==> config.mk <==
export PLATFORM = sky130hd
export DESIGN_NAME = tcb_endian_sys
export DESIGN_NICKNAME = d
export VERILOG_FILES = /design/src/common/tcb_pkg.sv /design/src/hdl/tcb_ctrl.sv /design/src/hdl/tcb_endian_sys.sv /design/src/hdl/tcb_mem.sv /design/src/tcb_bridge/tcb_lane_map.sv /design/src/tcb_bridge/tcb_read_align.sv
export VERILOG_INCLUDE_DIRS = /design/src /design/src/common
export SDC_FILE = /design/constraint.sdc
export NUM_CORES = 2
export LEC_CHECK = 0
export BUFFER_PORTS_ARGS = -buffer_cell sky130_fd_sc_hd__buf_2
export CORE_UTILIZATION = 30
export CTS_BUF_LIST = sky130_fd_sc_hd__clkbuf_2
export DETAILED_ROUTE_END_ITERATION = 10
export SLEW_MARGIN = 5
export SYNTH_ARGS = -nofsm -noshare
export SYNTH_HDL_FRONTEND = slang
export SYNTH_SLANG_ARGS = --single-unit
==> constraint.sdc <==
create_clock -name clk -period 14.55 [get_ports clk]
set_clock_uncertainty 0.05 [all_clocks]
set_input_delay 1.455 -clock clk [delete_from_list [all_inputs] [get_ports clk]]
set_output_delay 1.455 -clock clk [all_outputs]
set_load 0.02 [all_outputs]
==> src/common/tcb_consts.svh <==
/* bus widths, memory depth and response delay
   constants for the TCB subsystem */

`ifndef TCB_CONSTS_SVH
`define TCB_CONSTS_SVH

// byte address width
`define TCB_ABW 8

// data bus width and number of byte lanes
`define TCB_DBW 32
`define TCB_BEW 4

// on-chip memory depth in words
`define TCB_MEM_WORDS 64

// response delay in cycles, fixed at one
`define TCB_DLY 1

`endif

==> src/common/tcb_pkg.sv <==
/* TCB vector types and the enums for endianness
   and the control state machine */

`default_nettype none

`include "tcb_consts.svh"

package tcb_pkg;

  //////////////////////////////////////////////////
  // bus vectors
  //////////////////////////////////////////////////

  // byte address
  typedef logic [`TCB_ABW-1:0] tcb_adr_t;

  // data word and byte enables
  typedef logic [`TCB_DBW-1:0] tcb_dat_t;
  typedef logic [`TCB_BEW-1:0] tcb_ben_t;

  // log2 of the transfer size in bytes
  typedef logic [1:0] tcb_siz_t;

  // byte lane index within a word
  typedef logic [$clog2(`TCB_BEW)-1:0] tcb_lane_t;

  // word address into the memory
  typedef logic [$clog2(`TCB_MEM_WORDS)-1:0] tcb_mem_adr_t;

  //////////////////////////////////////////////////
  // enums
  //////////////////////////////////////////////////

  // value byte order in reference mode
  typedef enum logic {
    TCB_LITTLE = 1'b0,
    TCB_BIG    = 1'b1
  } tcb_ndn_t;

  // control FSM, memory clear then normal service
  typedef enum logic {
    CTRL_CLEAR = 1'b0,
    CTRL_RUN   = 1'b1
  } tcb_ctrl_state_t;

endpackage: tcb_pkg

`default_nettype wire

==> src/hdl/tcb_ctrl.sv <==
/* control FSM, memory clear, handshake,
   response pipeline and error generation */

`default_nettype none

`include "tcb_consts.svh"

module tcb_ctrl (
  input  logic               clk,
  input  logic               reset,
  // manager request
  input  logic               vld,
  input  logic               wen,
  input  tcb_pkg::tcb_adr_t  adr,
  input  tcb_pkg::tcb_siz_t  siz,
  input  tcb_pkg::tcb_ndn_t  ndn,
  // from the lane map
  input  tcb_pkg::tcb_lane_t lane,
  input  logic               mal,
  // handshake back to the manager
  output logic               rdy,
  // memory control
  output logic               mem_en,
  output logic               mem_we,
  output tcb_pkg::tcb_mem_adr_t mem_adr,
  output logic               mem_clr,
  // response stage
  output logic               rsp_vld,
  output logic               rsp_err,
  output logic               rsp_wen,
  output tcb_pkg::tcb_siz_t  rsp_siz,
  output tcb_pkg::tcb_ndn_t  rsp_ndn,
  output tcb_pkg::tcb_lane_t rsp_lane
);

  tcb_pkg::tcb_ctrl_state_t state;
  tcb_pkg::tcb_ctrl_state_t state_nxt;

  // word being cleared
  tcb_pkg::tcb_mem_adr_t clr_cnt;
  logic                  clr_last;

  // request accepted this cycle
  logic trn;

  //////////////////////////////////////////////////
  // state machine
  //////////////////////////////////////////////////

  assign clr_last = clr_cnt == tcb_pkg::tcb_mem_adr_t'(`TCB_MEM_WORDS - 1);

  always_comb begin
    state_nxt = state;
    case (state)
      tcb_pkg::CTRL_CLEAR: if (clr_last) state_nxt = tcb_pkg::CTRL_RUN;
      default:             state_nxt = tcb_pkg::CTRL_RUN;
    endcase
  end

  always_ff @(posedge clk) begin
    if (reset) begin
      state   <= tcb_pkg::CTRL_CLEAR;
      clr_cnt <= '0;
    end else begin
      state <= state_nxt;
      // one word per cycle while clearing
      if (state == tcb_pkg::CTRL_CLEAR) clr_cnt <= clr_cnt + 1'b1;
    end
  end

  //////////////////////////////////////////////////
  // handshake and memory access
  //////////////////////////////////////////////////

  assign rdy = state == tcb_pkg::CTRL_RUN;
  assign trn = vld && rdy;

  // clear owns the memory until the run state
  assign mem_clr = state == tcb_pkg::CTRL_CLEAR;
  assign mem_en  = trn;
  // illegal writes never reach memory
  assign mem_we  = trn && wen && !mal;
  assign mem_adr = mem_clr ? clr_cnt : adr[`TCB_ABW-1:$clog2(`TCB_BEW)];

  //////////////////////////////////////////////////
  // response stage
  //////////////////////////////////////////////////

  always_ff @(posedge clk) begin
    if (reset) begin
      rsp_vld <= 1'b0;
      rsp_err <= 1'b0;
    end else begin
      rsp_vld <= trn;
      rsp_err <= trn && mal;
    end
  end

  // access details for the read aligner
  always_ff @(posedge clk) begin
    if (trn) begin
      rsp_wen  <= wen;
      rsp_siz  <= siz;
      rsp_ndn  <= ndn;
      rsp_lane <= lane;
    end
  end

  // no handshake before the last word has been cleared
  assert property (@(posedge clk) disable iff (reset)
    $rose(rdy) |-> $past(clr_last));

  // access answered with an error left the memory untouched
  assert property (@(posedge clk) disable iff (reset)
    rsp_err |-> !$past(mem_we, `TCB_DLY));

endmodule: tcb_ctrl

`default_nettype wire

==> src/hdl/tcb_endian_sys.sv <==
/* TCB subsystem top, lane map, control,
   memory and read aligner */

`default_nettype none

module tcb_endian_sys (
  input  logic              clk,
  input  logic              reset,
  // request, reference mode
  input  logic              vld,
  input  logic              wen,
  input  tcb_pkg::tcb_adr_t adr,
  input  tcb_pkg::tcb_siz_t siz,
  input  tcb_pkg::tcb_ndn_t ndn,
  input  tcb_pkg::tcb_dat_t wdt,
  // handshake and response
  output logic              rdy,
  output logic              rsp_vld,
  output tcb_pkg::tcb_dat_t rdt,
  output logic              err
);

  // lane map to memory and control
  tcb_pkg::tcb_ben_t     mem_ben;
  tcb_pkg::tcb_dat_t     mem_wdt;
  tcb_pkg::tcb_lane_t    lane;
  logic                  mal;

  // memory control
  logic                  mem_en;
  logic                  mem_we;
  logic                  mem_clr;
  tcb_pkg::tcb_mem_adr_t mem_adr;
  tcb_pkg::tcb_dat_t     mem_rdt;

  // response stage
  logic                  rsp_wen;
  tcb_pkg::tcb_siz_t     rsp_siz;
  tcb_pkg::tcb_ndn_t     rsp_ndn;
  tcb_pkg::tcb_lane_t    rsp_lane;

  //////////////////////////////////////////////////
  // request path
  //////////////////////////////////////////////////

  tcb_lane_map u_lane_map (
    .adr     (adr),
    .siz     (siz),
    .ndn     (ndn),
    .wdt     (wdt),
    .mem_ben (mem_ben),
    .mem_wdt (mem_wdt),
    .lane    (lane),
    .mal     (mal)
  );

  tcb_ctrl u_ctrl (
    .clk      (clk),
    .reset    (reset),
    .vld      (vld),
    .wen      (wen),
    .adr      (adr),
    .siz      (siz),
    .ndn      (ndn),
    .lane     (lane),
    .mal      (mal),
    .rdy      (rdy),
    .mem_en   (mem_en),
    .mem_we   (mem_we),
    .mem_adr  (mem_adr),
    .mem_clr  (mem_clr),
    .rsp_vld  (rsp_vld),
    .rsp_err  (err),
    .rsp_wen  (rsp_wen),
    .rsp_siz  (rsp_siz),
    .rsp_ndn  (rsp_ndn),
    .rsp_lane (rsp_lane)
  );

  tcb_mem u_mem (
    .clk (clk),
    .en  (mem_en),
    .we  (mem_we),
    .clr (mem_clr),
    .adr (mem_adr),
    .ben (mem_ben),
    .wdt (mem_wdt),
    .rdt (mem_rdt)
  );

  //////////////////////////////////////////////////
  // response path
  //////////////////////////////////////////////////

  tcb_read_align u_read_align (
    .mem_rdt (mem_rdt),
    .lane    (rsp_lane),
    .siz     (rsp_siz),
    .ndn     (rsp_ndn),
    .err     (err),
    .wen     (rsp_wen),
    .rdt     (rdt)
  );

endmodule: tcb_endian_sys

`default_nettype wire

==> src/hdl/tcb_mem.sv <==
/* byte-enabled word memory, registered read
   and whole word clear */

`default_nettype none

`include "tcb_consts.svh"

module tcb_mem (
  input  logic                  clk,
  // access control
  input  logic                  en,
  input  logic                  we,
  input  logic                  clr,
  // address, lanes and write data
  input  tcb_pkg::tcb_mem_adr_t adr,
  input  tcb_pkg::tcb_ben_t     ben,
  input  tcb_pkg::tcb_dat_t     wdt,
  // read data, one cycle after en
  output tcb_pkg::tcb_dat_t     rdt
);

  // byte width of one lane
  localparam int BYW = `TCB_DBW / `TCB_BEW;

  // storage, one entry per word, bytes addressable
  logic [`TCB_BEW-1:0][BYW-1:0] mem [`TCB_MEM_WORDS];

  // write word as bytes
  logic [`TCB_BEW-1:0][BYW-1:0] wdt_b;

  assign wdt_b = wdt;

  //////////////////////////////////////////////////
  // write port
  //////////////////////////////////////////////////

  always_ff @(posedge clk) begin
    if (clr) begin
      // clear wins over a normal write
      mem[adr] <= '0;
    end else if (en && we) begin
      for (int b = 0; b < `TCB_BEW; b++) begin
        if (ben[b]) mem[adr][b] <= wdt_b[b];
      end
    end
  end

  //////////////////////////////////////////////////
  // read port
  //////////////////////////////////////////////////

  // read also on writes, aligner drops it
  always_ff @(posedge clk) begin
    if (en) rdt <= mem[adr];
  end

endmodule: tcb_mem

`default_nettype wire

==> src/tcb_bridge/tcb_lane_map.sv <==
/* reference to memory mode request converter,
   with misalignment and oversize detection */

`default_nettype none

`include "tcb_consts.svh"

module tcb_lane_map (
  // request from the manager, reference mode
  input  tcb_pkg::tcb_adr_t  adr,
  input  tcb_pkg::tcb_siz_t  siz,
  input  tcb_pkg::tcb_ndn_t  ndn,
  input  tcb_pkg::tcb_dat_t  wdt,
  // request towards memory, memory mode
  output tcb_pkg::tcb_ben_t  mem_ben,
  output tcb_pkg::tcb_dat_t  mem_wdt,
  output tcb_pkg::tcb_lane_t lane,
  // illegal access flag
  output logic               mal
);

  // byte width of one lane
  localparam int BYW = `TCB_DBW / `TCB_BEW;

  //////////////////////////////////////////////////
  // size decode and alignment
  //////////////////////////////////////////////////

  // number of bytes in the transfer, 8 for siz 3
  logic [3:0] num;

  assign num = 4'd1 << siz;

  // first lane touched is the low address bits
  assign lane = adr[$clog2(`TCB_BEW)-1:0];

  always_comb begin
    // size must be known before the check below means anything
    assert #0 (!$isunknown(siz))
      else $error("siz unknown while checking alignment");
    case (siz)
      2'd0:    mal = 1'b0;
      2'd1:    mal = adr[0];
      2'd2:    mal = |adr[1:0];
      // wider than the 32-bit bus
      default: mal = 1'b1;
    endcase
  end

  //////////////////////////////////////////////////
  // write lane steering
  //////////////////////////////////////////////////

  // write data split into bytes
  logic [`TCB_BEW-1:0][BYW-1:0] wdt_b;
  logic [`TCB_BEW-1:0][BYW-1:0] mem_wdt_b;

  // which value byte feeds each memory lane
  tcb_pkg::tcb_lane_t sel [`TCB_BEW];

  // lane is covered by the transfer
  logic [`TCB_BEW-1:0] hit;

  assign wdt_b = wdt;

  for (genvar i = 0; i < `TCB_BEW; i++) begin: g_lane
    // distance of this lane from the first lane
    tcb_pkg::tcb_lane_t ofs;

    assign ofs = tcb_pkg::tcb_lane_t'(i) - lane;

    // only lanes below the byte count take part
    assign hit[i] = {2'b00, ofs} < num;

    // little endian counts up, big endian counts down from the top byte
    assign sel[i] = (ndn == tcb_pkg::TCB_BIG) ?
                    tcb_pkg::tcb_lane_t'(num - 4'd1 - {2'b00, ofs}) : ofs;

    // steer the byte, unused lanes carry zero
    assign mem_wdt_b[i] = hit[i] ? wdt_b[sel[i]] : '0;
    assign mem_ben[i]   = hit[i];
  end: g_lane

  assign mem_wdt = mem_wdt_b;

endmodule: tcb_lane_map

`default_nettype wire

==> src/tcb_bridge/tcb_read_align.sv <==
/* response converter, memory read lanes back
   to a reference mode value */

`default_nettype none

`include "tcb_consts.svh"

module tcb_read_align (
  // registered memory word
  input  tcb_pkg::tcb_dat_t  mem_rdt,
  // response stage from the controller
  input  tcb_pkg::tcb_lane_t lane,
  input  tcb_pkg::tcb_siz_t  siz,
  input  tcb_pkg::tcb_ndn_t  ndn,
  input  logic               err,
  input  logic               wen,
  // read value, reference mode
  output tcb_pkg::tcb_dat_t  rdt
);

  // byte width of one lane
  localparam int BYW = `TCB_DBW / `TCB_BEW;

  // transfer byte count
  logic [3:0] num;

  // memory word and result as byte arrays
  logic [`TCB_BEW-1:0][BYW-1:0] mem_rdt_b;
  logic [`TCB_BEW-1:0][BYW-1:0] rdt_b;

  // only reads without error return data
  logic rd_ok;

  assign num       = 4'd1 << siz;
  assign mem_rdt_b = mem_rdt;
  assign rd_ok     = !err && !wen;

  //////////////////////////////////////////////////
  // inverse lane map
  //////////////////////////////////////////////////

  for (genvar k = 0; k < `TCB_BEW; k++) begin: g_byte
    // lane that holds value byte k
    tcb_pkg::tcb_lane_t src;

    // value byte is within the transfer size
    logic in_siz;

    assign in_siz = 4'(k) < num;

    // little endian, lane + k; big endian, mirror within the size
    assign src = (ndn == tcb_pkg::TCB_BIG) ?
                 tcb_pkg::tcb_lane_t'({2'b00, lane} + num - 4'd1 - 4'(k)) :
                 tcb_pkg::tcb_lane_t'(lane + tcb_pkg::tcb_lane_t'(k));

    // bytes above the size read as zero
    assign rdt_b[k] = (rd_ok && in_siz) ? mem_rdt_b[src] : '0;
  end: g_byte

  assign rdt = rdt_b;

endmodule: tcb_read_align

`default_nettype wire

# --- Yosys cells after proc, flatten, opt, wreduce, memory -nomap -nowiden ---
# Memory sizes are Yosys's and may differ from the RTL's. A register that Yosys moved wholly into a read port is not among the register bits.
# Cells that the tools add are included.
classes:
  n_addsub: 18
  magnitude_cmp: 16
  n_eq_ne: 3
  shifts: 2
  mux: 57
  bitwise_logic: 4
  reduce_logical: 15
ops:
  columns: ["op", "n"]
  rows:
  - ["$mux 8", 20]
  - ["$bmux 8 s2", 8]
  - ["$lt 2x3->1 const B", 8]
  - ["$mux 1", 19]
  - ["$lt 2x4->1", 4]
  - ["$mux 2", 8]
  - ["$logic_and 1x1->1", 10]
  - ["$lt 1x4->1 const A", 2]
  - ["$lt 2x4->1 const A", 2]
  - ["$shl 1x2->4 const A", 2]
  - ["$sub 2x2->2", 4]
  - ["$add 6x1->6 const B", 1]
  - ["$eq 6x6->1 const B", 1]
  - ["$mux 6", 1]
  - ["$sub 2x1->2 const B", 3]
  - ["$add 2x2->2 const B", 2]
  - ["$or 1x1->1", 4]
  - ["$sub 1x2->2 const A", 2]
  - ["$sub 2x2->2 const A", 2]
  - ["$sub 2x2->2 const B", 2]
  - ["$logic_not 1->1", 3]
  - ["$pmux 1 s3", 1]
  - ["$add 2x1->2 const B", 1]
  - ["$add 2x2->2", 1]
  - ["4 further kinds", 4]
word_totals:
  ff_bits: 15
  ramBits: 2048
  inputBits: 47
  output_inout_bits: 35
  word_cells: 124
  memories: 1
memory_table:
  columns: ["name", "depth", "word_bits", "read_ports", "rd_clocked_by_memory_dff", "wr", "line_no", "rtl"]
  rows:
  - ["u_mem.mem", 64, 32, 1, 1, 1, "tcb_mem.sv:26", "logic [`TCB_BEW-1:0][BYW-1:0] mem [`TCB_MEM_WORDS];"]

# --- Logic depth before layout (Yosys ltp) ---
logic_depth:
  depth_word: 9
  mapped_depth: 11
  ltp_nobuf: 8

# --- By module ---
# A second synthesis with hierarchy kept.
hier_totals:
  hier_cells: 5140
  area_unflattened_um2: 84651.2
by_module_without_submodules:
  columns: ["module", "instances", "cells_each", "area_each_um2", "seq_area_each_um2"]
  rows:
  - ["tcb_mem", 1, 4837, 82070.0, 62459.9]
  - ["tcb_read_align", 1, 146, 1143.6, 0.0]
  - ["tcb_lane_map", 1, 107, 829.5, 0.0]
  - ["tcb_ctrl", 1, 50, 608.1, 360.3]

# --- Worst setup path before layout ---
# No wires, ideal clock.
synth_timing:
  kind: "input -> register"
  start: "input port vld"
  end: "memory u_mem.mem[0][16] (netlist name) (data pin)"
  setup_time_ns: 0.721
  t_arrival_ns: 5.577
  t_required_ns: 13.779
  slack_ns: 8.202
  stages: 6
  path_buffers: 1
  path_cell_list: "nand2_1 > inv_1 > and3_1 > nand2b_1 > clkbuf_1 > a211oi_1"
synth_via:
  elab_chain_len: 8
synth_rtl:
  columns: ["element", "line_no", "rtl"]
  rows:
  - ["from (decl)", "tcb_endian_sys.sv:10", "input logic vld,"]
  - ["$logic_and 1x1->1 *", "tcb_ctrl.sv:76", "assign trn = vld && rdy;"]
  - ["via mem_en", "tcb_endian_sys.sv:30", "logic mem_en;"]
  - ["$logic_and 1x1->1 (2 in a row)", "tcb_ctrl.sv:82", "assign mem_we = trn && wen && !mal;"]
  - ["$logic_and 1x1->1 *", "tcb_mem.sv:41", "end else if (en && we) begin"]
  - ["$mux 1 *", "tcb_mem.sv:41", null]
  - ["$mux 1 *", "tcb_mem.sv:38", "if (clr) begin"]
  - ["$mux 1 (implied by the code) *", "tcb_mem.sv:43", "if (ben[b]) mem[adr][b] <= wdt_b[b];"]
  - ["$mux 8 (no source line) *", null, null]
  - ["to (decl)", "tcb_mem.sv:26", null]
# Mark *: on every way through the listed nets, which the timed path passes. The rest lies on a longest branch.

# --- Worst setup path after layout ---
layout_timing:
  start: "register u_ctrl.rsp_siz[0]"
  end: "output port rdt[30]"
layout_via:
  elab_chain_len: 8
  word_cells_on_any_way: 10
  cone_classes: "add/sub (3); order compare (1); shift (1); mux (4); reduce/logical (1)"
layout_rtl:
  columns: ["element", "line_no", "rtl"]
  rows:
  - ["from (decl)", "tcb_ctrl.sv:31", "output tcb_pkg::tcb_siz_t rsp_siz,"]
  - ["from (signal assigned)", "tcb_ctrl.sv:103", "rsp_siz <= siz;"]
  - ["$shl 1x2->4 *", "tcb_read_align.sv:34", "assign num = 4'd1 << siz;"]
  - ["$add 2x2->2", "tcb_read_align.sv:53", "tcb_pkg::tcb_lane_t'({2'b00, lane} + num - 4'd1 - 4'(k)) :"]
  - ["$sub 2x1->2", "tcb_read_align.sv:53", null]
  - ["$sub 2x2->2", "tcb_read_align.sv:53", null]
  - ["$mux 2", "tcb_read_align.sv:52", "assign src = (ndn == tcb_pkg::TCB_BIG) ?"]
  - ["$bmux 8 s2", "tcb_read_align.sv:57", "assign rdt_b[k] = (rd_ok && in_siz) ? mem_rdt_b[src] : '0;"]
  - ["$mux 8 (implied by the code)", "tcb_read_align.sv:57", null]
  - ["$mux 8 *", "tcb_read_align.sv:57", null]
  - ["to (decl)", "tcb_endian_sys.sv:19", "output tcb_pkg::tcb_dat_t rdt,"]
# Every way passes the cells marked *; elsewhere a longest branch is shown, timed or not. The select of a mux whose other input is x is not followed.

==> results.cfg <==
[status]
outcome = completed

[timing]
worst_slew_margin_rel = 0.141
fin_setup_tns_ns = 0
report.final.setup_viol = 0
fin_crit_ns = 6.47
period_share = 0.444
report.final.slew_viol_count = 0
hold_viol = 0
grt_setup_unrepaired = no
setup_slack_ns = 8.08
tightest_slew_ns = 1.28
final.hold.worst_slack_ns = 0.441
max_freq_ghz = 0.155

[placement]
gp_congestion = 0.808
port_buffers = 81
placed_area_mm2 = 0.0848
dp_worst_setup_slack_ns = 8.87
hpwl_mm = 130

[power]
leakagePower_nw = 30.8
power_density_mw_per_mm2 = 120
vdd_drop_max_uv = 92.9
power_w = 0.0107

[final_layout]
syn2layout_area_growth_pct = 11.8
most-common-layout-cells = 2086 x sky130_fd_sc_hd__edfxtp_1, 891 x sky130_fd_sc_hd__a22oi_1, 751 x sky130_fd_sc_hd__clkbuf_2, 249 x sky130_fd_sc_hd__nor3_1, 237 x sky130_fd_sc_hd__o21ai_0
filler_cell_count = 25283
drive_gt1_frac = 0.225
nets = 5102
final_common_cell = sky130_fd_sc_hd__edfxtp_1
final_design_area_no_fill_mm2 = 0.0891

[detailed_routing]
finalWirelength_mm = 229
firstDrtPassIters = 6
vias = 47864
drtIter0Drc = 5520
final_antenna_net_count = 0
via_per_inst = 5.38
detail_route.drc_violations = 0
detail_route.wl_per_cell_um = 25.7

[clock_network]
ctsHtreeMaxLevel = 6
cts-hold-fix-buffers = 8
tritoncts.num_buffers = 537
cts_repair_resize_count = 0
clock_insertion_delay_worst_skew_ns = 1.75
cts.repair_timing.setup_buffer_count = 0
clock_sink_total = 2095
cts_buffer_depth = 4
cts_tree = yes
clock-root-buffer = sky130_fd_sc_hd__clkbuf_2
clkTransAtPathRegs_ns = 0.12

[setup_path]
setup.worst_path.class = flip-flop to output pin
critPathBufInv = 3
timing.critical_path.to_type = output pin
crit_path_max_fanout = 16
cp_data_arrival_time_ns = 4.96
worstSetupStartpointType = flip-flop
worst_path_max_delay_cell = sky130_fd_sc_hd__mux4_2
critPathRequiredTime_ns = 13.05
timing.critical_path.cells = or2_2 -> ha_1 -> inv_1 -> xnor3_1 -> mux2i_1 -> xnor2_2 -> buf_4 -> mux4_2 -> nor2b_1 -> buf_2
regToRegSetupSlack_ns = 9.20
timing.critical_path.slowest_cell_delay_ns = 0.54
critical_path.top_delay_family = multiplexers

[logic_synthesis]
summed_instance_area_of_the_synthesized_netlist_mm2 = 0.0798
post_synth_num_cell_types = 51
ys.flop_type = sky130_fd_sc_hd__edfxtp_1
ff_latch_count_synth = 2095
synth_fp_nets = 4675
asyncSetResetFlopFracSynth = 0
syn-instance-count = 4623
number_of_synthesized_flops_with_an_enable_pin = 2086
synth_seq_area_share = 0.788
yosys_warnings = 0
syn_area_per_cell_um2 = 17.3

[worst_hold_path]
worst_min_delay_path_class = primary input to flip-flop

[floorplan]
die_area_mm2 = 0.268
ioPinCount = 82
fp.dieH_um = 518
initial_core_util = 0.303
std_cell_rows = 188
die_w_um = 518
placeableCoreArea_mm2 = 0.263

[grt]
grt_first_pass_wirelength_mm = 327
grt_pass1_vias = 47376
grt_antenna_before_repair = 5
globalRouteOverflowTotal = 0
grt.total_usage = 0.165
pin_count_of_the_biggest_net_entering_global_routing = 155

[job]
drv_cap = 0
-- synth_stat cells (18+ instances only) --
cell / number / area share
sky130_fd_sc_hd__a21oi_1: 94 / 0.0059
sky130_fd_sc_hd__a22oi_1: 891 / 0.084
sky130_fd_sc_hd__a31oi_1: 62 / 0.0049
sky130_fd_sc_hd__a41oi_1: 105 / 0.012
sky130_fd_sc_hd__and4_1: 58 / 0.0064
sky130_fd_sc_hd__buf_2: 142 / 0.0089
sky130_fd_sc_hd__clkbuf_1: 204 / 0.0096
sky130_fd_sc_hd__edfxtp_1: 2086 / 0.79
sky130_fd_sc_hd__mux2i_1: 18 / 0.0023
sky130_fd_sc_hd__mux4_2: 48 / 0.014
sky130_fd_sc_hd__nand4_1: 120 / 0.0094
sky130_fd_sc_hd__nor2_1: 78 / 0.0037
sky130_fd_sc_hd__nor2b_1: 43 / 0.0034
sky130_fd_sc_hd__nor3_1: 257 / 0.016
sky130_fd_sc_hd__o21ai_0: 237 / 0.015
-- report_power, final --
part / internal, W / leakage [nW] / switching (W) / total [W]
clock network: 0.00142 / 3.41 / 0.00228 / 0.00370
registers: 0.00657 / 23.4 / 0.0000108 / 0.00658
logic: 0.000101 / 3.94 / 0.000311 / 0.000412
total: 0.00809 / 30.8 / 0.00260 / 0.0107
-- stage by stage --
step / util / cells
6_report: 0.338 / 8904
5_1_grt: 0.338 / 8901
4_1_cts: 0.338 / 8893
3_5_place_dp: 0.322 / 8018
3_3_place_gp: 0.322 / 8018
2_1_floorplan: - / 4623
-- cell families after synthesis --
| logic type | Yosys count | share of synthesized area |
|---|---|---|
| and+or+nand+nor | 626 | 0.0455 |
| AOI/OAI and AO/OA | 1415 | 0.124 |
| DFF | 2095 | 0.788 |
| buffers and inverters | 386 | 0.0223 |
| xor gates and xnor gates | 12 | 0.00168 |
| adders and majority gates | 5 | 0.000784 |
| muxes | 84 | 0.0186 |
-- sequential cells by signal (all words and copies together), names as in the netlist --
name             cells
u_ctrl.clr_cnt       6
u_ctrl.rdy           1
u_ctrl.rsp_err       1
u_ctrl.rsp_lane      2
u_ctrl.rsp_ndn       1
u_ctrl.rsp_siz       2
u_ctrl.rsp_vld       1
u_ctrl.rsp_wen       1
u_mem.mem         2048
u_mem.rdt           32
-- routing by layer --
layer | up-vias | GRT usage | routed length (um)
met5 | - | 0 | 13
met4 | 2 | 0.0694 | 8230
met3 | 386 | 0.0318 | 18400
met2 | 2568 | 0.275 | 113000
met1 | 24424 | 0.209 | 89000
li1 | 20484 | - | -
-- cell type report --
cell class / count / area (um^2) / share of cell area
Sequential cell: 2095 / 62800 / 0.705
Antenna cell: 11 / 27.5 / 0.000309
Timing Repair Buffer: 267 / 1850 / 0.0207
Clock inverter: 116 / 526 / 0.00589
Clock buffer: 751 / 3760 / 0.0422
Multi-Input combinational cell: 2142 / 15700 / 0.177
Tap cell: 3515 / 4400 / 0.0493
Inverter: 7 / 26.3 / 0.000295
-- final timing paths --
| path | startpoint | end | depth (start not counted) |
|---|---|---|---|
| min | adr[1] | u_ctrl.rsp_lane[1]$_DFFE_PP_ | 2 |
| min reg2reg | u_ctrl.clr_cnt[4]$_SDFFE_PP0N_ | u_ctrl.clr_cnt[4]$_SDFFE_PP0N_ | 2 |
| max reg2reg | u_ctrl.rdy$_SDFF_PP0_ | u_mem.mem[50][17]$_DFFE_PP_ | 8 |
| max | u_ctrl.rsp_siz[0]$_DFFE_PP_ | rdt[30] | 10 |
No activity file was read; power rests on OpenSTA's default activity.
